`src/design/axil_mon_cfg.svh`:
```
//////////////////////////////////////////////////
// Bus widths, counter depth, limit width and the
// reset values of the monitor's run-time limits
//////////////////////////////////////////////////
`ifndef AXIL_MON_CFG_SVH
`define AXIL_MON_CFG_SVH

// AXI-lite bus widths
`define AXIL_MON_AW		28
`define AXIL_MON_DW		32

// Outstanding counter width and limit/timer width
`define AXIL_MON_LGDEPTH	4
`define AXIL_MON_LGTIMEOUT	8

// Limits loaded at reset, zero would disable a check
`define AXIL_MON_MAXWAIT_RST	12
`define AXIL_MON_MAXRSTALL_RST	12
`define AXIL_MON_MAXDELAY_RST	12

// Configuration port address width
`define AXIL_MON_CSR_AW		3

`endif
```
`src/design/axil_mon_pkg.sv`:
```
//////////////////////////////////////////////////
// Violation and register enums, shared vector types
//////////////////////////////////////////////////
`include "axil_mon_cfg.svh"

package axil_mon_pkg;

	// Bit positions inside a violation vector
	typedef enum logic [3:0] {
		VIOL_AW_HOLD	= 4'd0,
		VIOL_W_HOLD	= 4'd1,
		VIOL_AR_HOLD	= 4'd2,
		VIOL_B_HOLD	= 4'd3,
		VIOL_R_HOLD	= 4'd4,
		VIOL_EXOKAY	= 4'd5,
		VIOL_UNREQ_RESP	= 4'd6,
		VIOL_OVERFLOW	= 4'd7,
		VIOL_REQ_STALL	= 4'd8,
		VIOL_RESP_STALL	= 4'd9,
		VIOL_ACK_DELAY	= 4'd10
	} viol_e;

	typedef logic [15:0] viol_vec_t;

	// Configuration register map
	typedef enum logic [`AXIL_MON_CSR_AW-1:0] {
		CSR_STATUS	= 0,
		CSR_ENABLE	= 1,
		CSR_MAXWAIT	= 2,
		CSR_MAXRSTALL	= 3,
		CSR_MAXDELAY	= 4,
		CSR_OUTSTANDING	= 5
	} csr_addr_e;

	typedef logic [15:0]			cfg_data_t;
	typedef logic [`AXIL_MON_LGDEPTH-1:0]	cnt_t;
	typedef logic [`AXIL_MON_LGTIMEOUT-1:0]	limit_t;
	typedef logic [`AXIL_MON_AW-1:0]	addr_t;
	typedef logic [`AXIL_MON_DW-1:0]	data_t;
	typedef logic [`AXIL_MON_DW/8-1:0]	strb_t;

	// Limit values after reset
	localparam limit_t MAXWAIT_RST		= `AXIL_MON_MAXWAIT_RST;
	localparam limit_t MAXRSTALL_RST	= `AXIL_MON_MAXRSTALL_RST;
	localparam limit_t MAXDELAY_RST		= `AXIL_MON_MAXDELAY_RST;

endpackage

```
`src/design/axil_mon_top.sv`:
```
//////////////////////////////////////////////////
// AXI-lite protocol monitor top level
//////////////////////////////////////////////////
`include "axil_mon_cfg.svh"

module axil_mon_top (
	input  logic				i_clk,
	input  logic				i_axi_reset_n,
	// Write address channel
	input  logic				i_axi_awvalid,
	input  logic				i_axi_awready,
	input  logic [`AXIL_MON_AW-1:0]		i_axi_awaddr,
	// Write data channel
	input  logic				i_axi_wvalid,
	input  logic				i_axi_wready,
	input  logic [`AXIL_MON_DW-1:0]		i_axi_wdata,
	input  logic [`AXIL_MON_DW/8-1:0]	i_axi_wstrb,
	// Write response channel
	input  logic				i_axi_bvalid,
	input  logic				i_axi_bready,
	input  logic [1:0]			i_axi_bresp,
	// Read address channel
	input  logic				i_axi_arvalid,
	input  logic				i_axi_arready,
	input  logic [`AXIL_MON_AW-1:0]		i_axi_araddr,
	// Read data channel
	input  logic				i_axi_rvalid,
	input  logic				i_axi_rready,
	input  logic [`AXIL_MON_DW-1:0]		i_axi_rdata,
	input  logic [1:0]			i_axi_rresp,
	// Configuration port
	input  logic				i_cfg_wr,
	input  logic				i_cfg_rd,
	input  axil_mon_pkg::csr_addr_e		i_cfg_addr,
	input  axil_mon_pkg::cfg_data_t		i_cfg_wdata,
	output axil_mon_pkg::cfg_data_t		o_cfg_rdata,
	output logic				o_cfg_rvalid,
	output logic				o_irq,
	output axil_mon_pkg::viol_vec_t		o_status,
	output axil_mon_pkg::cnt_t		o_rd_outstanding,
	output axil_mon_pkg::cnt_t		o_wr_outstanding,
	output axil_mon_pkg::cnt_t		o_awr_outstanding
);

	axil_mon_pkg::viol_vec_t	cnt_viol, tmr_viol, hold_viol;
	axil_mon_pkg::limit_t		max_wait, max_rstall, max_delay;

	axil_txn_counter u_cnt (
		.i_clk(i_clk), .i_axi_reset_n(i_axi_reset_n),
		.i_axi_awvalid(i_axi_awvalid), .i_axi_awready(i_axi_awready),
		.i_axi_wvalid(i_axi_wvalid), .i_axi_wready(i_axi_wready),
		.i_axi_bvalid(i_axi_bvalid), .i_axi_bready(i_axi_bready),
		.i_axi_arvalid(i_axi_arvalid), .i_axi_arready(i_axi_arready),
		.i_axi_rvalid(i_axi_rvalid), .i_axi_rready(i_axi_rready),
		.o_rd_outstanding(o_rd_outstanding), .o_wr_outstanding(o_wr_outstanding),
		.o_awr_outstanding(o_awr_outstanding), .o_viol(cnt_viol)
	);

	// Timers see the live counts and limits
	axil_stall_timer u_tmr (
		.i_clk(i_clk), .i_axi_reset_n(i_axi_reset_n),
		.i_axi_awvalid(i_axi_awvalid), .i_axi_awready(i_axi_awready),
		.i_axi_wvalid(i_axi_wvalid), .i_axi_wready(i_axi_wready),
		.i_axi_bvalid(i_axi_bvalid), .i_axi_bready(i_axi_bready),
		.i_axi_arvalid(i_axi_arvalid), .i_axi_arready(i_axi_arready),
		.i_axi_rvalid(i_axi_rvalid), .i_axi_rready(i_axi_rready),
		.i_rd_outstanding(o_rd_outstanding), .i_wr_outstanding(o_wr_outstanding),
		.i_awr_outstanding(o_awr_outstanding), .i_max_wait(max_wait),
		.i_max_rstall(max_rstall), .i_max_delay(max_delay), .o_viol(tmr_viol)
	);

	axil_hold_checker u_hold (
		.i_clk(i_clk), .i_axi_reset_n(i_axi_reset_n),
		.i_axi_awvalid(i_axi_awvalid), .i_axi_awready(i_axi_awready),
		.i_axi_awaddr(i_axi_awaddr), .i_axi_wvalid(i_axi_wvalid),
		.i_axi_wready(i_axi_wready), .i_axi_wdata(i_axi_wdata),
		.i_axi_wstrb(i_axi_wstrb), .i_axi_bvalid(i_axi_bvalid),
		.i_axi_bready(i_axi_bready), .i_axi_bresp(i_axi_bresp),
		.i_axi_arvalid(i_axi_arvalid), .i_axi_arready(i_axi_arready),
		.i_axi_araddr(i_axi_araddr), .i_axi_rvalid(i_axi_rvalid),
		.i_axi_rready(i_axi_rready), .i_axi_rdata(i_axi_rdata),
		.i_axi_rresp(i_axi_rresp), .o_viol(hold_viol)
	);

	// Checkers own disjoint bits, so OR merges them
	axil_mon_csr u_csr (
		.i_clk(i_clk), .i_axi_reset_n(i_axi_reset_n),
		.i_cfg_wr(i_cfg_wr), .i_cfg_rd(i_cfg_rd),
		.i_cfg_addr(i_cfg_addr), .i_cfg_wdata(i_cfg_wdata),
		.i_viol(cnt_viol | tmr_viol | hold_viol),
		.i_rd_outstanding(o_rd_outstanding), .i_wr_outstanding(o_wr_outstanding),
		.i_awr_outstanding(o_awr_outstanding),
		.o_cfg_rdata(o_cfg_rdata), .o_cfg_rvalid(o_cfg_rvalid),
		.o_status(o_status), .o_irq(o_irq), .o_max_wait(max_wait),
		.o_max_rstall(max_rstall), .o_max_delay(max_delay)
	);

endmodule

```
`src/design/axil_mon_csr.sv`:
```
//////////////////////////////////////////////////
// Limit registers, enable mask, sticky status and irq
//////////////////////////////////////////////////
module axil_mon_csr (
	input  logic				i_clk,
	input  logic				i_axi_reset_n,
	input  logic				i_cfg_wr,
	input  logic				i_cfg_rd,
	input  axil_mon_pkg::csr_addr_e		i_cfg_addr,
	input  axil_mon_pkg::cfg_data_t		i_cfg_wdata,
	input  axil_mon_pkg::viol_vec_t		i_viol,
	input  axil_mon_pkg::cnt_t		i_rd_outstanding,
	input  axil_mon_pkg::cnt_t		i_wr_outstanding,
	input  axil_mon_pkg::cnt_t		i_awr_outstanding,
	output axil_mon_pkg::cfg_data_t		o_cfg_rdata,
	output logic				o_cfg_rvalid,
	output axil_mon_pkg::viol_vec_t		o_status,
	output logic				o_irq,
	output axil_mon_pkg::limit_t		o_max_wait,
	output axil_mon_pkg::limit_t		o_max_rstall,
	output axil_mon_pkg::limit_t		o_max_delay
);

	axil_mon_pkg::viol_vec_t	enable;
	axil_mon_pkg::viol_vec_t	status;
	axil_mon_pkg::viol_vec_t	status_nxt;
	axil_mon_pkg::viol_vec_t	clr;

	// Write-one-to-clear, a new pulse beats a clear
	always_comb
	begin
		clr = '0;
		if (i_cfg_wr && (i_cfg_addr == axil_mon_pkg::CSR_STATUS))
			clr = i_cfg_wdata;
		status_nxt = (status & ~clr) | (i_viol & enable);
	end

	//////////////////////////////////////////////////
	// Control registers
	always_ff @(posedge i_clk)
	begin
		if (!i_axi_reset_n)
		begin
			enable       <= '1;
			status       <= '0;
			o_irq        <= 1'b0;
			o_max_wait   <= axil_mon_pkg::MAXWAIT_RST;
			o_max_rstall <= axil_mon_pkg::MAXRSTALL_RST;
			o_max_delay  <= axil_mon_pkg::MAXDELAY_RST;
		end
		else
		begin
			status <= status_nxt;
			// Irq follows the status on the same edge
			o_irq  <= |status_nxt;
			if (i_cfg_wr)
			begin
				case (i_cfg_addr)
				axil_mon_pkg::CSR_ENABLE:    enable       <= i_cfg_wdata;
				axil_mon_pkg::CSR_MAXWAIT:   o_max_wait   <= axil_mon_pkg::limit_t'(i_cfg_wdata);
				axil_mon_pkg::CSR_MAXRSTALL: o_max_rstall <= axil_mon_pkg::limit_t'(i_cfg_wdata);
				axil_mon_pkg::CSR_MAXDELAY:  o_max_delay  <= axil_mon_pkg::limit_t'(i_cfg_wdata);
				default: ;
				endcase
			end
		end
	end

	//////////////////////////////////////////////////
	// Read-back, one cycle after the strobe
	always_ff @(posedge i_clk)
	begin
		if (!i_axi_reset_n)
			o_cfg_rvalid <= 1'b0;
		else
			o_cfg_rvalid <= i_cfg_rd;
	end

	always_ff @(posedge i_clk)
	begin
		case (i_cfg_addr)
		axil_mon_pkg::CSR_STATUS:    o_cfg_rdata <= status;
		axil_mon_pkg::CSR_ENABLE:    o_cfg_rdata <= enable;
		axil_mon_pkg::CSR_MAXWAIT:   o_cfg_rdata <= axil_mon_pkg::cfg_data_t'(o_max_wait);
		axil_mon_pkg::CSR_MAXRSTALL: o_cfg_rdata <= axil_mon_pkg::cfg_data_t'(o_max_rstall);
		axil_mon_pkg::CSR_MAXDELAY:  o_cfg_rdata <= axil_mon_pkg::cfg_data_t'(o_max_delay);
		// Read count on top, then write, then address
		axil_mon_pkg::CSR_OUTSTANDING:
			o_cfg_rdata <= axil_mon_pkg::cfg_data_t'({i_rd_outstanding,
				i_wr_outstanding, i_awr_outstanding});
		default: o_cfg_rdata <= '0;
		endcase
	end

	assign o_status = status;

endmodule

```
`src/design/axil_hold_checker.sv`:
```
//////////////////////////////////////////////////
// Payload stability and EXOKAY response checks
//////////////////////////////////////////////////
module axil_hold_checker (
	input  logic			i_clk,
	input  logic			i_axi_reset_n,
	input  logic			i_axi_awvalid,
	input  logic			i_axi_awready,
	input  axil_mon_pkg::addr_t	i_axi_awaddr,
	input  logic			i_axi_wvalid,
	input  logic			i_axi_wready,
	input  axil_mon_pkg::data_t	i_axi_wdata,
	input  axil_mon_pkg::strb_t	i_axi_wstrb,
	input  logic			i_axi_bvalid,
	input  logic			i_axi_bready,
	input  logic [1:0]		i_axi_bresp,
	input  logic			i_axi_arvalid,
	input  logic			i_axi_arready,
	input  axil_mon_pkg::addr_t	i_axi_araddr,
	input  logic			i_axi_rvalid,
	input  logic			i_axi_rready,
	input  axil_mon_pkg::data_t	i_axi_rdata,
	input  logic [1:0]		i_axi_rresp,
	output axil_mon_pkg::viol_vec_t	o_viol
);

	localparam logic [1:0] RESP_EXOKAY = 2'b01;

	// Valid without ready on the previous cycle
	logic			aw_wait, w_wait, ar_wait, b_wait, r_wait;
	axil_mon_pkg::addr_t	awaddr_q, araddr_q;
	axil_mon_pkg::data_t	wdata_q, rdata_q;
	axil_mon_pkg::strb_t	wstrb_q;
	logic [1:0]		bresp_q, rresp_q;

	always_ff @(posedge i_clk)
	begin
		if (!i_axi_reset_n)
		begin
			aw_wait <= 1'b0;
			w_wait  <= 1'b0;
			ar_wait <= 1'b0;
			b_wait  <= 1'b0;
			r_wait  <= 1'b0;
		end
		else
		begin
			aw_wait <= i_axi_awvalid && !i_axi_awready;
			w_wait  <= i_axi_wvalid && !i_axi_wready;
			ar_wait <= i_axi_arvalid && !i_axi_arready;
			b_wait  <= i_axi_bvalid && !i_axi_bready;
			r_wait  <= i_axi_rvalid && !i_axi_rready;
		end
	end

	// Payload snapshot for comparison next cycle
	always_ff @(posedge i_clk)
	begin
		awaddr_q <= i_axi_awaddr;
		wdata_q  <= i_axi_wdata;
		wstrb_q  <= i_axi_wstrb;
		bresp_q  <= i_axi_bresp;
		araddr_q <= i_axi_araddr;
		rdata_q  <= i_axi_rdata;
		rresp_q  <= i_axi_rresp;
	end

	always_comb
	begin
		o_viol = '0;
		// Valid dropped or payload moved while waiting
		o_viol[axil_mon_pkg::VIOL_AW_HOLD] = aw_wait
			&& (!i_axi_awvalid || (i_axi_awaddr != awaddr_q));
		o_viol[axil_mon_pkg::VIOL_W_HOLD] = w_wait && (!i_axi_wvalid
			|| (i_axi_wdata != wdata_q) || (i_axi_wstrb != wstrb_q));
		o_viol[axil_mon_pkg::VIOL_AR_HOLD] = ar_wait
			&& (!i_axi_arvalid || (i_axi_araddr != araddr_q));
		o_viol[axil_mon_pkg::VIOL_B_HOLD] = b_wait
			&& (!i_axi_bvalid || (i_axi_bresp != bresp_q));
		o_viol[axil_mon_pkg::VIOL_R_HOLD] = r_wait && (!i_axi_rvalid
			|| (i_axi_rdata != rdata_q) || (i_axi_rresp != rresp_q));
		// Exclusive access is not part of AXI-lite
		o_viol[axil_mon_pkg::VIOL_EXOKAY] = (i_axi_bvalid && (i_axi_bresp == RESP_EXOKAY))
			|| (i_axi_rvalid && (i_axi_rresp == RESP_EXOKAY));
	end

endmodule

```
`src/design/axil_stall_timer.sv`:
```
//////////////////////////////////////////////////
// Request stall, response stall and ack delay timers
//////////////////////////////////////////////////
module axil_stall_timer (
	input  logic			i_clk,
	input  logic			i_axi_reset_n,
	input  logic			i_axi_awvalid,
	input  logic			i_axi_awready,
	input  logic			i_axi_wvalid,
	input  logic			i_axi_wready,
	input  logic			i_axi_bvalid,
	input  logic			i_axi_bready,
	input  logic			i_axi_arvalid,
	input  logic			i_axi_arready,
	input  logic			i_axi_rvalid,
	input  logic			i_axi_rready,
	input  axil_mon_pkg::cnt_t	i_rd_outstanding,
	input  axil_mon_pkg::cnt_t	i_wr_outstanding,
	input  axil_mon_pkg::cnt_t	i_awr_outstanding,
	input  axil_mon_pkg::limit_t	i_max_wait,
	input  axil_mon_pkg::limit_t	i_max_rstall,
	input  axil_mon_pkg::limit_t	i_max_delay,
	output axil_mon_pkg::viol_vec_t	o_viol
);

	// Timer slots: aw, w, ar, b, r, write delay, read delay
	localparam int NT = 7;

	logic [NT-1:0]		run;
	logic [NT-1:0]		hit;
	axil_mon_pkg::limit_t	timer [NT];
	axil_mon_pkg::limit_t	limit [NT];

	//////////////////////////////////////////////////
	// Qualifying conditions
	always_comb
	begin
		// Request stalls, excused while a response backs up
		run[0] = i_axi_awvalid && !i_axi_awready && !i_axi_bvalid;
		run[1] = i_axi_wvalid && !i_axi_wready && !i_axi_bvalid;
		run[2] = i_axi_arvalid && !i_axi_arready && !i_axi_rvalid;
		// Response stalls
		run[3] = i_axi_bvalid && !i_axi_bready;
		run[4] = i_axi_rvalid && !i_axi_rready;
		// Pending requests with no response in sight
		run[5] = (i_awr_outstanding != '0) && (i_wr_outstanding != '0)
			&& !i_axi_bvalid;
		run[6] = (i_rd_outstanding != '0) && !i_axi_rvalid;
		limit[0] = i_max_wait;
		limit[1] = i_max_wait;
		limit[2] = i_max_wait;
		limit[3] = i_max_rstall;
		limit[4] = i_max_rstall;
		limit[5] = i_max_delay;
		limit[6] = i_max_delay;
	end

	//////////////////////////////////////////////////
	// Timers, cleared as soon as the condition ends
	always_ff @(posedge i_clk)
	begin
		for (int k = 0; k < NT; k++)
		begin
			if (!i_axi_reset_n || !run[k])
				timer[k] <= '0;
			else if (!(&timer[k]))
				timer[k] <= timer[k] + 1'b1;
		end
	end

	// Zero limit turns the check off
	always_comb
	begin
		for (int k = 0; k < NT; k++)
			hit[k] = run[k] && (limit[k] != '0) && (timer[k] >= limit[k]);
	end

	always_comb
	begin
		o_viol = '0;
		o_viol[axil_mon_pkg::VIOL_REQ_STALL]  = |hit[2:0];
		o_viol[axil_mon_pkg::VIOL_RESP_STALL] = |hit[4:3];
		o_viol[axil_mon_pkg::VIOL_ACK_DELAY]  = |hit[6:5];
	end

endmodule

```
`src/design/axil_txn_counter.sv`:
```
//////////////////////////////////////////////////
// Outstanding request counters, overflow and
// unrequested response detection
//////////////////////////////////////////////////
module axil_txn_counter (
	input  logic			i_clk,
	input  logic			i_axi_reset_n,
	input  logic			i_axi_awvalid,
	input  logic			i_axi_awready,
	input  logic			i_axi_wvalid,
	input  logic			i_axi_wready,
	input  logic			i_axi_bvalid,
	input  logic			i_axi_bready,
	input  logic			i_axi_arvalid,
	input  logic			i_axi_arready,
	input  logic			i_axi_rvalid,
	input  logic			i_axi_rready,
	output axil_mon_pkg::cnt_t	o_rd_outstanding,
	output axil_mon_pkg::cnt_t	o_wr_outstanding,
	output axil_mon_pkg::cnt_t	o_awr_outstanding,
	output axil_mon_pkg::viol_vec_t	o_viol
);

	// Handshakes on each channel
	logic	aw_req, w_req, ar_req, b_ack, r_ack;

	// Saturating up, floor at zero going down
	function automatic axil_mon_pkg::cnt_t step(axil_mon_pkg::cnt_t cnt,
		logic inc, logic dec);
		axil_mon_pkg::cnt_t nxt;
		nxt = cnt;
		if (inc && !dec && !(&cnt))
			nxt = cnt + 1'b1;
		else if (dec && !inc && (cnt != '0))
			nxt = cnt - 1'b1;
		return nxt;
	endfunction

	// Request accepted at or past one below full
	function automatic logic near_full(axil_mon_pkg::cnt_t cnt, logic inc);
		return inc && (cnt >= {{($bits(cnt)-1){1'b1}}, 1'b0});
	endfunction

	assign aw_req = i_axi_awvalid && i_axi_awready;
	assign w_req  = i_axi_wvalid && i_axi_wready;
	assign ar_req = i_axi_arvalid && i_axi_arready;
	assign b_ack  = i_axi_bvalid && i_axi_bready;
	assign r_ack  = i_axi_rvalid && i_axi_rready;

	always_ff @(posedge i_clk)
	begin
		if (!i_axi_reset_n)
		begin
			o_awr_outstanding <= '0;
			o_wr_outstanding  <= '0;
			o_rd_outstanding  <= '0;
		end
		else
		begin
			// A write response retires both address and data
			o_awr_outstanding <= step(o_awr_outstanding, aw_req, b_ack);
			o_wr_outstanding  <= step(o_wr_outstanding, w_req, b_ack);
			o_rd_outstanding  <= step(o_rd_outstanding, ar_req, r_ack);
		end
	end

	always_comb
	begin
		o_viol = '0;
		o_viol[axil_mon_pkg::VIOL_OVERFLOW] = near_full(o_awr_outstanding, aw_req)
			|| near_full(o_wr_outstanding, w_req)
			|| near_full(o_rd_outstanding, ar_req);
		// Response valid with nothing pending
		o_viol[axil_mon_pkg::VIOL_UNREQ_RESP] = (i_axi_bvalid
			&& ((o_awr_outstanding == '0) || (o_wr_outstanding == '0)))
			|| (i_axi_rvalid && (o_rd_outstanding == '0));
	end

endmodule

```
`config.mk`:
```
export PLATFORM = sky130hd
export DESIGN_NAME = axil_mon_top
export DESIGN_NICKNAME = d
export VERILOG_FILES = /design/src/design/axil_mon_pkg.sv /design/src/design/axil_mon_top.sv /design/src/design/axil_mon_csr.sv /design/src/design/axil_hold_checker.sv /design/src/design/axil_stall_timer.sv /design/src/design/axil_txn_counter.sv
export VERILOG_INCLUDE_DIRS = /design/src /design/src/design
export SDC_FILE = /design/constraint.sdc
export NUM_CORES = 1
export LEC_CHECK = 0
export BUFFER_PORTS_ARGS = -buffer_cell sky130_fd_sc_hd__buf_4
export CAP_MARGIN = 20
export CORE_MARGIN = 3
export CORE_UTILIZATION = 25
export DETAILED_ROUTE_END_ITERATION = 16
export PLACE_DENSITY = 0.4
export SYNTH_ARGS = -nofsm -noshare
export SYNTH_HDL_FRONTEND = slang
export SYNTH_SLANG_ARGS = --single-unit
```
`constraint.sdc`:
```
create_clock -name i_clk -period 4.3 [get_ports i_clk]
set_input_delay 0.43 -clock i_clk [delete_from_list [all_inputs] [get_ports i_clk]]
set_output_delay 0.43 -clock i_clk [all_outputs]
set_load 0.01 [all_outputs]
```
# --- After elaboration in Yosys (flattened, before gate mapping) ---
# Memory sizes are Yosys's and may differ from the RTL's.
# Cells that the tools add are included.
totals:
  register_bits: 219
  mem_bits_rw: 56
  inputBits: 161
  out_inout_bits: 46
  word_cells: 255
  memories: 1
classes:
  n_addsub: 13
  magnitude_cmp: 10
  eq_ne: 14
  mux: 50
  n_bitwise: 13
  n_reduce_logical: 131
mem_list:
  columns: ["memory", "words", "word_bits", "rd", "rd_clocked_by_memory_dff", "wr", "line_no", "source"]
  rows:
  - ["u_tmr.timer", 7, 8, 7, 0, 7, "axil_stall_timer.sv:31", "axil_mon_pkg::limit_t timer [NT];"]
op_table:
  columns: ["operator", "count"]
  rows:
  - ["$pmux W16 S6", 1]
  - ["$ne A32 B32 Y1", 2]
  - ["$add A8 B1 Y8 const B", 7]
  - ["$ge A8 B8 Y1", 7]
  - ["$mux W8", 7]
  - ["$ne A28 B28 Y1", 2]
  - ["$reduce_and A8 Y1", 7]
  - ["$logic_and A1 B1 Y1", 55]
  - ["$mux W1", 35]
  - ["$logic_not A1 Y1", 26]
  - ["$mux W4", 6]
  - ["$reduce_bool A8 Y1", 3]
  - ["$logic_or A1 B1 Y1", 19]
  - ["$and A11 B16 Y16", 1]
  - ["$and A16 B16 Y16", 1]
  - ["$mux W16", 1]
  - ["$not A16 Y16", 1]
  - ["$or A16 B16 Y16", 1]
  - ["$reduce_or A16 Y1", 1]
  - ["$add A4 B1 Y4 const B", 3]
  - ["$ge A4 B4 Y1 const B", 3]
  - ["$logic_not A4 Y1", 3]
  - ["$reduce_and A4 Y1", 3]
  - ["$reduce_bool A4 Y1", 3]
  - ["other kinds (15)", 33]

# --- Depth between registers and ports, before layout ---
# Gate-level depths: netlist of the first run.
logic_depth:
  depth_word: 11
  mapped_depth: 10
  depth_no_buf: 9

# --- Modules after synthesis ---
# Synthesis of the first run repeated with hierarchy kept, for this count alone.
hier_totals:
  hier_cells: 1261
  area_unflattened_um2: 12866.1
by_module_without_submodules:
  columns: ["module", "n_inst", "cells_each", "area_per_inst_um2", "seq_area_each_um2"]
  rows:
  - ["axil_stall_timer", 1, 442, 4386.7, 1681.6]
  - ["axil_hold_checker", 1, 328, 4221.5, 2662.6]
  - ["axil_mon_csr", 1, 361, 3156.8, 1481.4]
  - ["axil_txn_counter", 1, 114, 1001.0, 240.2]
  - ["axil_mon_top", 1, 16, 100.1, 0.0]

# --- Worst setup path after synthesis of the first run ---
# Ideal clock, no wire load.
synth_timing:
  path_kind: "input-to-reg"
  startpoint: "in i_axi_bvalid"
  endpoint: "reg u_cnt.o_wr_outstanding[3]"
  t_arrival_ps: 2015
  t_required_ps: 4172
  slack_ps: 2157
  stages: 10
  n_path_buf: 1
  path_cell_list: "clkbuf_1 -> nand2_1 -> o2111ai_1 -> ha_1 -> a21o_1 -> a21oi_1 -> xnor2_1 -> nand2_1 -> xor2_1 -> nor2_1"
synth_via:
  elab_chain_cells: 5
synth_lines:
  columns: ["element", "line_no", "source"]
  rows:
  - ["start: declaration", "axil_mon_top.sv:19", "input logic i_axi_bvalid,"]
  - ["$logic_and A1 B1 Y1 *", "axil_txn_counter.sv:47", "assign b_ack = i_axi_bvalid && i_axi_bready;"]
  - ["$logic_not A1 Y1", "axil_txn_counter.sv:32", "if (inc && !dec && !(&cnt))"]
  - ["$logic_and A1 B1 Y1 (2 in a row)", "axil_txn_counter.sv:32", null]
  - ["$mux W4 or $reduce_bool A2 Y1 (tied branches)", null, null]
  - ["end signal: assignment", "axil_txn_counter.sv:62", "o_wr_outstanding <= step(o_wr_outstanding, w_req, b_ack);"]
  - ["end: declaration", "axil_txn_counter.sv:19", "output axil_mon_pkg::cnt_t o_wr_outstanding,"]
# Every way passes the cells marked *; elsewhere a longest branch is shown, timed or not.
# A chain may end at the register's enable or synchronous reset.

# --- Worst setup path in the final report of the first run ---
layout_timing:
  startpoint: "in i_axi_araddr[14]"
  endpoint: "reg u_csr.o_irq"
layout_via:
  elab_chain_cells: 7
layout_lines:
  columns: ["element", "line_no", "source"]
  rows:
  - ["start: declaration", "axil_mon_top.sv:25", "input logic [`AXIL_MON_AW-1:0] i_axi_araddr,"]
  - ["$ne A28 B28 Y1", "axil_hold_checker.sv:77", "&& (!i_axi_arvalid || (i_axi_araddr != araddr_q));"]
  - ["$logic_or A1 B1 Y1", "axil_hold_checker.sv:77", null]
  - ["$logic_and A1 B1 Y1", "axil_hold_checker.sv:77", null]
  - ["$or A11 B6 Y11", "axil_mon_top.sv:90", ".i_viol(cnt_viol | tmr_viol | hold_viol),"]
  - ["$and A11 B16 Y16", "axil_mon_csr.sv:35", "status_nxt = (status & ~clr) | (i_viol & enable);"]
  - ["$or A16 B16 Y16", "axil_mon_csr.sv:35", null]
  - ["$reduce_or A16 Y1", "axil_mon_csr.sv:55", "o_irq <= |status_nxt;"]
  - ["end signal: assignment", "axil_mon_csr.sv:55", null]
  - ["end: declaration", "axil_mon_csr.sv:18", "output logic o_irq,"]
# No other way between the ends.

==> results_dict.tcl, run 1 <==
set metrics [dict create \
    status "finished, final reports clean" \
    drc_errors 0 \
    grt_pass1_wl_um 57400 \
    die_w_um 225 \
    seqPwrFrac_pct 43.5 \
    powerDensity_mw_per_mm2 392 \
    syn-cell-area_sq_mm 0.0120 \
    clk_pin_slew_worst_paths_ns 0.05 \
    hp-class "in -> reg" \
    critPathKind "in -> reg" \
    fmax_ghz 0.412 \
    grt_max_degree 38 \
    start_kind "input port" \
    ant_nets 0 \
    min_period_ns 2.43 \
    cts.htree.levels 2 \
    die-area_sq_mm 0.0508 \
    drive_gt1_share_pct 18.1 \
    hold_violations 0 \
    p_sw_mw 1.62 \
    synth_area_per_cell_sq_um 10.2 \
    syn-instance-count 1182 \
    fillCellCount 4766 \
    synthFlopType "dfxtp_1" \
    final_area_sq_mm 0.0167 \
    pwr-share-comb_pct 11.9 \
    synth_nets 1415 \
    place_congestion 0.751 \
    p_clk_share_pct 44.6 \
    slew_headroom_pct 39.3 \
    vias_per_cell 4.39 \
    num_rows 79 \
    fin_skew_ns 0.0167 \
    cp.required_ns 4.70 \
    p_int_mw 4.93 \
    overflow 0 \
    antenna_found_initial 1 \
    drtIter0Drc 418 \
    placed_cell_area_sq_mm 0.0142 \
    path_cells "dlygate4sd3_1, buf_4, xnor2_1, nand4_1, nor4_1, nand2_1, a32o_1, nor4_1, a41oi_1" \
    synth-seq-cells 275 \
    final_cell_mix "dfxtp_1, buf_4, nand2_1, xnor2_1, dlygate4sd3_1" \
    cp_common_cell "nor4_1" \
    rsz0062_at_grt "no" \
    post-route-period-util_pct 56.5 \
    worst_skew_pair.late_latency_ns 0.54 \
    ys_types 59 \
    synth_seq_area_share_pct 50.4 \
    cap_violations 0 \
    grt_usage_pct 14.6 \
    grt_pass1_vias 10000 \
    coreArea_sq_mm 0.0471 \
    final_cells 2165 \
    cts_resized 0 \
    numCtsBuffers 36 \
    cts-root-buf "clkbuf_16" \
    io_pins 207 \
    crit_slowest_cell "dlygate4sd3_1" \
    initial_core_util_pct 25.6 \
    final_net_count 1763 \
    slew_viol_final 0 \
    crit_arrival_ns 2.83 \
    ir_drop_uv 295 \
    cpPeakStageDelay_ns 0.54 \
    cts_tree "yes" \
    synth_warnings 0 \
    drt_first_pass_iters 4 \
    async_flop_share_pct 0 \
    fp.dieH_um 225 \
    register_area_sq_mm 0.00607 \
    netSwitchingFraction_pct 24.7 \
    layout_commonest_cell "dfxtp_1" \
    p_leak_nw 6.81 \
    finalWorstSetupSlack_ns 1.87 \
    num_vias 9501 \
    tightest_slew_ns 0.901 \
    end_kind "register" \
    critPathMaxFanout 2 \
    multi_input_area_sq_mm 0.00567 \
    finalSetupViolations 0 \
    portBuffers 206 \
    pre_cts_ws_ns 1.60 \
    synth-edff-count 56 \
    tns_ns 0 \
    routed_wl_um 36800 \
    clk_path_buf_depth 3 \
    finalPower_mw 6.54 \
    hpwl_um 27500 \
    clock-sinks 275 \
    routedWlPerCell_um 17.0 \
    area_growth_pct 38.7 \
    dp.cells 1972 \
]
[final timing paths]
path / cells past startpoint / slack, ns / start / end
setup / recovery: 9 / 1.87 / i_axi_araddr[14] / u_csr.o_irq
hold / removal: 1 / 0.03 / i_axi_rresp[0] / u_hold.rresp_q[0]
setup reg to reg: 9 / 1.91 / u_cnt.o_wr_outstanding[1] / u_cnt.o_wr_outstanding[3]
hold reg to reg: 2 / 0.46 / u_csr.o_max_wait[1] / u_csr.o_max_wait[1]
[stage by stage]
| stage | hold slack, ns | util, % |
|---|---|---|
| after floorplan | 0.436 | - |
| after global placement | 0.448 | 30.3 |
| after detailed placement | 0.454 | 30.3 |
| after CTS | 0.00429 | 35.4 |
| after global routing | 0.0115 | 35.5 |
| final | 0.0314 | 35.5 |
[cell type report]
type	count	area share (%)
Antenna cell	2	0.0300
Clock buffer	56	6.58
Clock inverter	8	0.353
Inverter	46	1.04
Multi-Input combinational cell	833	34.0
Sequential cell	275	36.4
Tap cell	607	4.55
Timing Repair Buffer	338	17.1
[layer usage]
| layer | up-vias | global-route usage (%) | routed length (um) | share of wire (%) |
|---|---|---|---|---|
| li1 | 4822 | - | - | - |
| met3 | 61 | 3.35 | 2090 | 5.7 |
| met5 | - | 0 | 0 | 0 |
| met1 | 4423 | 19.6 | 17200 | 47 |
| met2 | 195 | 23.5 | 16600 | 45 |
| met4 | 0 | 4.43 | 917 | 2.5 |
[kinds of logic (layout without fill, tap and decap cells)]
family,Yosys count,after routing,share of synthesized area [%]
fa+ha+maj,72,72,7.68
xor+xnor,180,180,13.1
flops,275,275,50.4
other cells,0,2,0
buf+inv,74,448,2.44
mux,25,25,2.65
simple gates,430,430,16.9
compound gates,126,126,6.76
[registers in the layout, indices dropped and copies added (netlist names), 8 cells and up]
signal and flops:
u_hold.wdata_q 32, u_csr.o_max_wait 8, u_csr.o_cfg_rdata 16, u_csr.o_max_rstall 8, u_hold.araddr_q 28, u_hold.awaddr_q 28, u_hold.rdata_q 32, u_csr.o_max_delay 8
u_csr.o_status 16, u_tmr.timer 56, u_csr.enable 16
[power groups by stage]
stage | combinational (mW) | clock (mW) | sequential, mW
2_1_floorplan | 0.353 | 0 | 2.88
3_3_place_gp | 0.686 | 0 | 2.91
3_5_place_dp | 0.690 | 0 | 2.91
4_1_cts | 0.789 | 3.04 | 2.85
5_1_grt | 0.863 | 3.14 | 2.87
6_report | 0.776 | 2.92 | 2.85
[synthesized netlist by cell type (2+ instances only)]
| master | n | area, sq um |
|---|---|---|
| a22oi_1 | 11 | 82.6 |
| clkbuf_1 | 25 | 93.8 |
| nor3_1 | 10 | 50.1 |
| o21ai_1 | 3 | 15.0 |
| nand2b_1 | 10 | 62.6 |
| mux2_2 | 6 | 67.6 |
| and2_1 | 9 | 56.3 |
| or3_1 | 4 | 25.0 |
| o22ai_1 | 6 | 37.5 |
| a21oi_1 | 44 | 220 |
| a32o_1 | 5 | 50.1 |
| nand3_1 | 58 | 290 |
| or2_2 | 4 | 25.0 |
| nor2b_1 | 10 | 62.6 |
| inv_1 | 45 | 169 |
| o211ai_1 | 6 | 45.0 |
| buf_6 | 2 | 22.5 |
| a32oi_1 | 2 | 17.5 |
| a31oi_1 | 2 | 12.5 |
| o221ai_1 | 2 | 17.5 |
| xor2_1 | 42 | 368 |
| o2111ai_1 | 5 | 43.8 |
| mux2i_1 | 15 | 150 |
| and3_1 | 15 | 93.8 |
| edfxtp_1 | 56 | 1680 |
| dfxtp_1 | 219 | 4380 |
| a211oi_1 | 5 | 37.5 |
| nor4_1 | 20 | 125 |
| xnor2_1 | 138 | 1210 |
| nor3b_1 | 3 | 22.5 |
| mux4_1 | 3 | 78.8 |
| and4_1 | 4 | 35.0 |
| nand2_1 | 140 | 526 |
| nand4_1 | 36 | 225 |
| fa_1 | 3 | 60.1 |
| o21ai_0 | 17 | 85.1 |
| nor2_1 | 102 | 383 |
| ha_1 | 69 | 863 |
| a21o_1 | 6 | 45.0 |
[critical path, delay by kind of cell]
kind            cells  cell delay, ns
simple gates        4            1.09
buf+inv             2            0.68
compound gates      2            0.49
xor+xnor            1            0.14
[repair_timing]
item                       4_1_cts  5_1_grt
buffers inserted                 0        0
hold endpoints to repair       127        0
hold buffers                   127        0
setup endpoints to repair        0        0
No activity file was read; power rests on OpenSTA's default activity.
==> run 2: changes to the inputs <==
ABC_AREA = 1   (was unset)
PLACE_DENSITY = 0.41   (was 0.4)
clock period = 2.01 ns   (was 4.3 ns; I/O delays follow)
==> run 2 against run 1 <==
Clock power grew 120%. Global-route usage grew 0.25 points. Sequential cell count is the same. Count of clock-buffer cells in the layout decreased by 3. Combinational power up 140%. Wire length up 9.7%. Register-to-register slack worse by 1.8 ns. Cell count up 29%. Clock skew down 0.0017 ns. Design area up 12%. Critical path type unchanged.
==> results_dict.tcl, run 2 <==
set metrics [dict create \
    routed_wl_um 40400 \
    p_int_mw 10.8 \
    synth-seq-cells 275 \
    drt_first_pass_iters 4 \
    num_rows 82 \
    top_regs "u_tmr.timer: 56 flops, u_hold.rdata_q: 32 flops, u_hold.wdata_q: 32 flops" \
    synth_warnings 0 \
    startpoint "i_axi_awready" \
    ant_nets 0 \
    yosys.area.top_type "dfxtp_1" \
    cts-root-buf "clkbuf_16" \
    initial_core_util_pct 25.5 \
    die_w_um 234 \
    clock-sinks 275 \
    area_growth_pct 43.9 \
    status "finished, final reports clean" \
    top_register "u_tmr.timer" \
    final_cells 2797 \
    grt_pass1_wl_um 63000 \
    cts.htree.levels 2 \
    antenna_cells 0 \
    coreArea_sq_mm 0.0507 \
    utilization_pct 36.8 \
    worst_skew_pair.late_latency_ns 0.54 \
    pwr-share-comb_pct 13.0 \
    ir_drop_uv 564 \
    reg2reg_from "u_cnt.o_wr_outstanding[3]" \
    path_cells "dlygate4sd3_1, buf_4, nand2_1, inv_1, nand3_4, ha_1, and3_1, a211oi_2, inv_1, o21ai_0, o21ai_1, o21ai_1, a21oi_1" \
    layout_commonest_cell "nand2_1" \
    slew_headroom_pct 62.3 \
    synthFlopType "dfxtp_1" \
    synth_top_area_share_pct 33.9 \
    p_sw_mw 3.55 \
    critPathKind "in -> reg" \
    seqPwrFrac_pct 41.8 \
    placed_cell_area_sq_mm 0.0158 \
    clk_path_buf_depth 3 \
    fmax_ghz 0.527 \
    drc_errors 0 \
    numCtsBuffers 36 \
    rsz0062_at_grt "yes" \
    cp.required_ns 2.41 \
    start_kind "input port" \
    drtIter0Drc 504 \
    final_area_sq_mm 0.0186 \
    antenna_found_initial 2 \
    die-area_sq_mm 0.0546 \
    powerDensity_mw_per_mm2 770 \
    critPathMaxFanout 6 \
    synthTopCellsByCount "nand2_1, inv_1, dfxtp_1" \
    synth.area.top_cells "dfxtp_1, edfxtp_1, nand2_1, inv_1, ha_1" \
    largest_register_ffs 56 \
    place_congestion 0.784 \
    fin_skew_ns 0.0151 \
    tns_ns 0 \
    cpPeakStageDelay_ns 0.53 \
    p_leak_nw 9.11 \
    post-route-period-util_pct 94.5 \
    grt_pass1_vias 11600 \
    grt_max_degree 51 \
    cpLargestDelayFamily "buffers and inverters" \
    dp.cells 2583 \
    hpwl_um 31000 \
    synth-edff-count 56 \
    crit_slowest_cell "dlygate4sd3_1" \
    clk_pin_slew_worst_paths_ns 0.06 \
    synth_seq_area_share_pct 46.8 \
    hold_path_startpoint "i_axi_arvalid" \
    hp-class "in -> reg" \
    finalWorstSetupSlack_ns 0.111 \
    io_pins 207 \
    num_vias 11700 \
    tightest_slew_ns 0.566 \
    crit_arrival_ns 2.30 \
    syn-instance-count 1655 \
    pre_cts_ws_ns -0.0205 \
    async_flop_share_pct 0 \
    cts_tree "yes" \
    ys_types 40 \
    vias_per_cell 4.17 \
    slew_viol_final 0 \
    synth_nets 1888 \
    portBuffers 206 \
    syn-cell-area_sq_mm 0.0129 \
    min_period_ns 1.90 \
    cap_violations 0 \
    netSwitchingFraction_pct 24.7 \
    overflow 0 \
    final_net_count 2334 \
    p_clk_share_pct 45.2 \
    drive_gt1_share_pct 18.2 \
    synth_area_per_cell_sq_um 7.82 \
    grt_usage_pct 14.9 \
    cp_num_buf_inv 4 \
    hold_violations 0 \
    end_kind "register" \
    fp.dieH_um 234 \
    routedWlPerCell_um 14.4 \
    final_cell_mix "nand2_1, inv_1, buf_4, dfxtp_1, nor2_1" \
    finalSetupViolations 0 \
    synth.most_common_cell "nand2_1" \
]
==> run 2: changes by cell type after synthesis, sizes merged, moves of 16 or more <==
cell   change
a21oi     +34
inv      +240
nand2    +292
nor2      +70
nor4      -16
o21ai     +39
xnor2     -92
xor2      -18
==> run 2: what timing repair did <==
item	in CTS	in global routing
resized for setup	2	39
hold endpoints to repair	160	0
pin swaps	0	1
setup buffers	0	2
hold buffers	150	0
endpoints found under the setup margin	2	50
==> run 2: through the flow <==
step,power (mW),hold slack [ns]
floorplan,6.87,0.229
global placement,7.69,0.316
detailed placement,7.72,0.318
CTS,14.6,0.0138
global route,15.1,0.0399
finish,14.3,0.0411
==> run 2: kinds of logic (layout without fill, tap and decap cells) <==
family	count (synthesis)	in the layout	share of synthesized area, %
xor+xnor	70	70	4.73
fa+ha+maj	72	72	7.13
compound gates	190	190	8.35
simple gates	745	745	24.1
mux	1	1	0.0870
buf+inv	302	772	8.79
flops	275	275	46.8
==> run 2: layout make-up <==
| class | count | area (sq um) |
|---|---|---|
| sequential | 275 | 6070 |
| inverter | 285 | 1070 |
| timing repair buffer | 425 | 3580 |
| fill | 5325 | 32000 |
| clock buffer | 53 | 1090 |
| clock inverter | 9 | 97.6 |
| multi-input combinational | 1078 | 5890 |
| tap | 672 | 841 |
==> run 2: worst paths after layout <==
path | end | cells after the start | slack [ns]
max | u_cnt.o_awr_outstanding[3] | 13 | 0.11
min | u_hold.ar_wait | 3 | 0.04
min reg2reg | u_csr.enable[11] | 2 | 0.46
max reg2reg | u_cnt.o_wr_outstanding[3] | 13 | 0.13
==> run 2: layer usage <==
metal  vias to the layer above  part of all wire (%)  global-route usage, %
met2                       225                    47                   25.0
met4                         2                   3.0                   5.51
met5                         -                 0.032                      0
met1                      5238                    45                   18.4
met3                        59                   5.5                   3.71
li1                       6148                     -                      -
==> run 2: power by group through the flow <==
stage | clock network (mW) | logic (mW) | registers, mW
2_1_floorplan | 0 | 0.742 | 6.13
4_1_cts | 6.78 | 1.85 | 5.99
3_3_place_gp | 0 | 1.59 | 6.10
3_5_place_dp | 0 | 1.61 | 6.11
6_report | 6.49 | 1.86 | 6.00
5_1_grt | 6.97 | 2.09 | 6.02
==> run 2: tightest hold or removal path, cell delays in order <==
cell and delay [ns]:
buf_4 0.12, inv_1 0.14, nor3_1 0.07
==> run 3: changes to the inputs <==
SYNTH_HIERARCHICAL = 1   (was unset)
==> run 3 against run 2 <==
The flow now finishes with violations (setup timing). Global-route usage shrank 0.34 points. Sequential cell count is the same. Sequential power grew 0.7%. Clock skew grew 0.0044 ns. Critical endpoint is now u_csr/o_irq. Count of clock-buffer cells in the layout is the same.
==> results_dict.tcl, run 3 <==
set metrics [dict create \
    status "finished, violations left" \
    violations "setup timing" \
    grt_pass1_vias 12800 \
    grt_use_met3_pct 2.56 \
    tns_ns -0.0512 \
    hold_path_startpoint "i_axi_reset_n" \
    synthFlopType "dfxtp_1" \
    io_pins 207 \
    coreArea_sq_mm 0.0555 \
    largest_register_ffs 56 \
    powerDensity_mw_per_mm2 734 \
    synth_warnings 6 \
    synth_area_per_cell_sq_um 7.49 \
    crit_arrival_ns 2.47 \
    num_rows 86 \
    worstHoldEndpoint "u_csr/enable[6]" \
    register_area_sq_mm 0.00607 \
    die_w_um 244 \
    clk_pin_slew_worst_paths_ns 0.06 \
    final_cell_mix "nand2_1, buf_4, nor2_1, inv_1, dfxtp_1" \
    routedWlPerCell_um 13.8 \
    initial_core_util_pct 25.4 \
    p_leak_nw 10.0 \
    synth-seq-cells 275 \
    syn-cell-area_sq_mm 0.0141 \
    place_congestion 0.802 \
    finalPower_mw 14.8 \
    drt_first_pass_iters 4 \
    grt_util_met2_pct 26.2 \
    hold_violations 0 \
    worst_skew_pair.late_latency_ns 0.54 \
    cp.required_ns 2.42 \
    syn-instance-count 1885 \
    grt_pass1_wl_um 68200 \
    vias_per_cell 4.08 \
    cts_tree "yes" \
    portBuffers 206 \
    area_growth_pct 42.4 \
    overflow 0 \
    cap_violations 0 \
    layout_commonest_cell "nand2_1" \
    numCtsBuffers 36 \
    hold-path-cell-count 3 \
    finalWorstSetupSlack_ns -0.0512 \
    cts-root-buf "clkbuf_16" \
    ir_drop_uv 565 \
    fmax_ghz 0.485 \
    multi_input_area_sq_mm 0.00683 \
    r2r_end "u_csr/o_irq" \
    drtIter0Drc 464 \
    fillCellCount 5838 \
    hp-class "in -> reg" \
    synthTopCellsByCount "nand2_1, nor2_1, inv_1" \
    clk_path_buf_depth 3 \
    synth_seq_area_share_pct 43.0 \
    ys_types 55 \
    synth.most_common_cell "nand2_1" \
    finalSetupViolations 1 \
    post-route-period-util_pct 103 \
    start_kind "register" \
    end_kind "register" \
    top_usage_layer "met2" \
    use_met1_pct 17.8 \
    grt_max_degree 37 \
    ant_nets 0 \
    slew_viol_final 0 \
    drive_gt1_share_pct 20.4 \
    hpwl_um 33300 \
    critPathMaxFanout 3 \
    async_flop_share_pct 0 \
    hold_slack_ns 0.137 \
    tightest_slew_ns 0.769 \
    antenna_found_initial 0 \
    synth_top_area_share_pct 31.1 \
    cts.htree.levels 2 \
    routed_wl_um 43500 \
    antenna_cells 0 \
    yosys.area.top_type "dfxtp_1" \
    placed_cell_area_sq_mm 0.0171 \
    final_area_sq_mm 0.0201 \
    min_period_ns 2.06 \
    drc_errors 0 \
    num_vias 12900 \
    grt_usage_pct 14.5 \
    slew_headroom_pct 48.4 \
    top_register "u_tmr/timer" \
    final_net_count 2611 \
    synth.area.top_cells "dfxtp_1, nand2_1, edfxtp_1, nor2_1, inv_1" \
    fp.dieH_um 244 \
    synth-edff-count 56 \
    die-area_sq_mm 0.0593 \
    rsz0062_at_grt "yes" \
    rr_worst_depth 17 \
    top_regs "u_tmr/timer: 56 flops, u_hold/rdata_q: 32 flops, u_hold/wdata_q: 32 flops" \
    critPathKind "reg -> reg" \
    clock-sinks 275 \
    utilization_pct 36.2 \
    reg2reg_from "u_csr/o_max_rstall[3]" \
    reg2reg_slack_ns -0.05 \
    fin_skew_ns 0.0194 \
]
-- run 3: what timing repair did --
| action | in CTS | in global routing |
|---|---|---|
| cloned | 0 | 0 |
| gates resized for setup | 14 | 24 |
| pin swaps | 8 | 19 |
| setup buffers | 4 | 2 |
| hold buffers | 155 | 0 |
| endpoints found under the hold margin | 175 | 0 |
| setup endpoints to repair | 1 | 11 |
-- run 3: metal layers --
| metal | wire length (um) | vias to the layer above |
|---|---|---|
| met5 | 0 | - |
| met4 | 968 | 0 |
| met3 | 1640 | 60 |
| met2 | 21400 | 224 |
| met1 | 19600 | 5739 |
| li1 | - | 6833 |
-- run 3: layout make-up --
class / instances / area share [%]
Sequential cell: 275 / 30.2
Clock inverter: 12 / 0.510
Multi-Input combinational cell: 1304 / 34.0
Timing Repair Buffer: 474 / 19.6
Tap cell: 748 / 4.66
Clock buffer: 53 / 5.67
Inverter: 287 / 5.36
-- run 3: through the flow --
stage                     cells  worst slack (ns)
final                      3153           -0.0512
after global routing       3153            -0.249
after CTS                  3151            -0.109
after detailed placement   2927            -0.307
after global placement     2927            -0.286
after floorplan            1919             0.142
-- run 3: power by group --
part	switching, mW	internal, mW	total, mW
Combinational	1.08	1.00	2.08
Sequential	0.163	5.88	6.04
Clock	2.56	4.07	6.63
-- run 3: kinds of logic after synthesis --
family | share of synthesized area, %
compound gates | 7.45
xor+xnor | 2.85
buf+inv | 10.4
fa+ha+maj | 6.54
other cells | 0.0798
flops | 43.0
simple gates | 29.7
-- run 3: how the worst max path moves through the flow --
| stage | startpoint | end | slack, ns |
|---|---|---|---|
| global placement | i_axi_awaddr[23] | u_csr/o_irq | -0.29 |
| finish | u_csr/o_max_rstall[3] | u_csr/o_irq | -0.05 |
| global route | u_tmr/timer[1][2] | u_csr/o_irq | -0.25 |
| CTS | u_tmr/timer[0][27] | u_csr/o_irq | -0.11 |
| floorplan | u_tmr/timer[1][11] | u_csr/o_irq | 0.14 |
| detailed placement | i_axi_awaddr[23] | u_csr/o_irq | -0.31 |
-- run 3: critical path, cell delays in order (launching register included) --
cell and delay [ns]:
dfxtp_2 0.33, inv_2 0.06, ha_1 0.31, a21o_1 0.16
nor2_1 0.08, nand2_1 0.06, nand2_1 0.06, nand2_1 0.05
nand2_1 0.07, nand2_2 0.06, nor2_2 0.12, nand2_2 0.07
nand2_2 0.08, nand2_2 0.06, nor2_4 0.13, nand2_1 0.06
nor2_1 0.10, a21oi_1 0.06
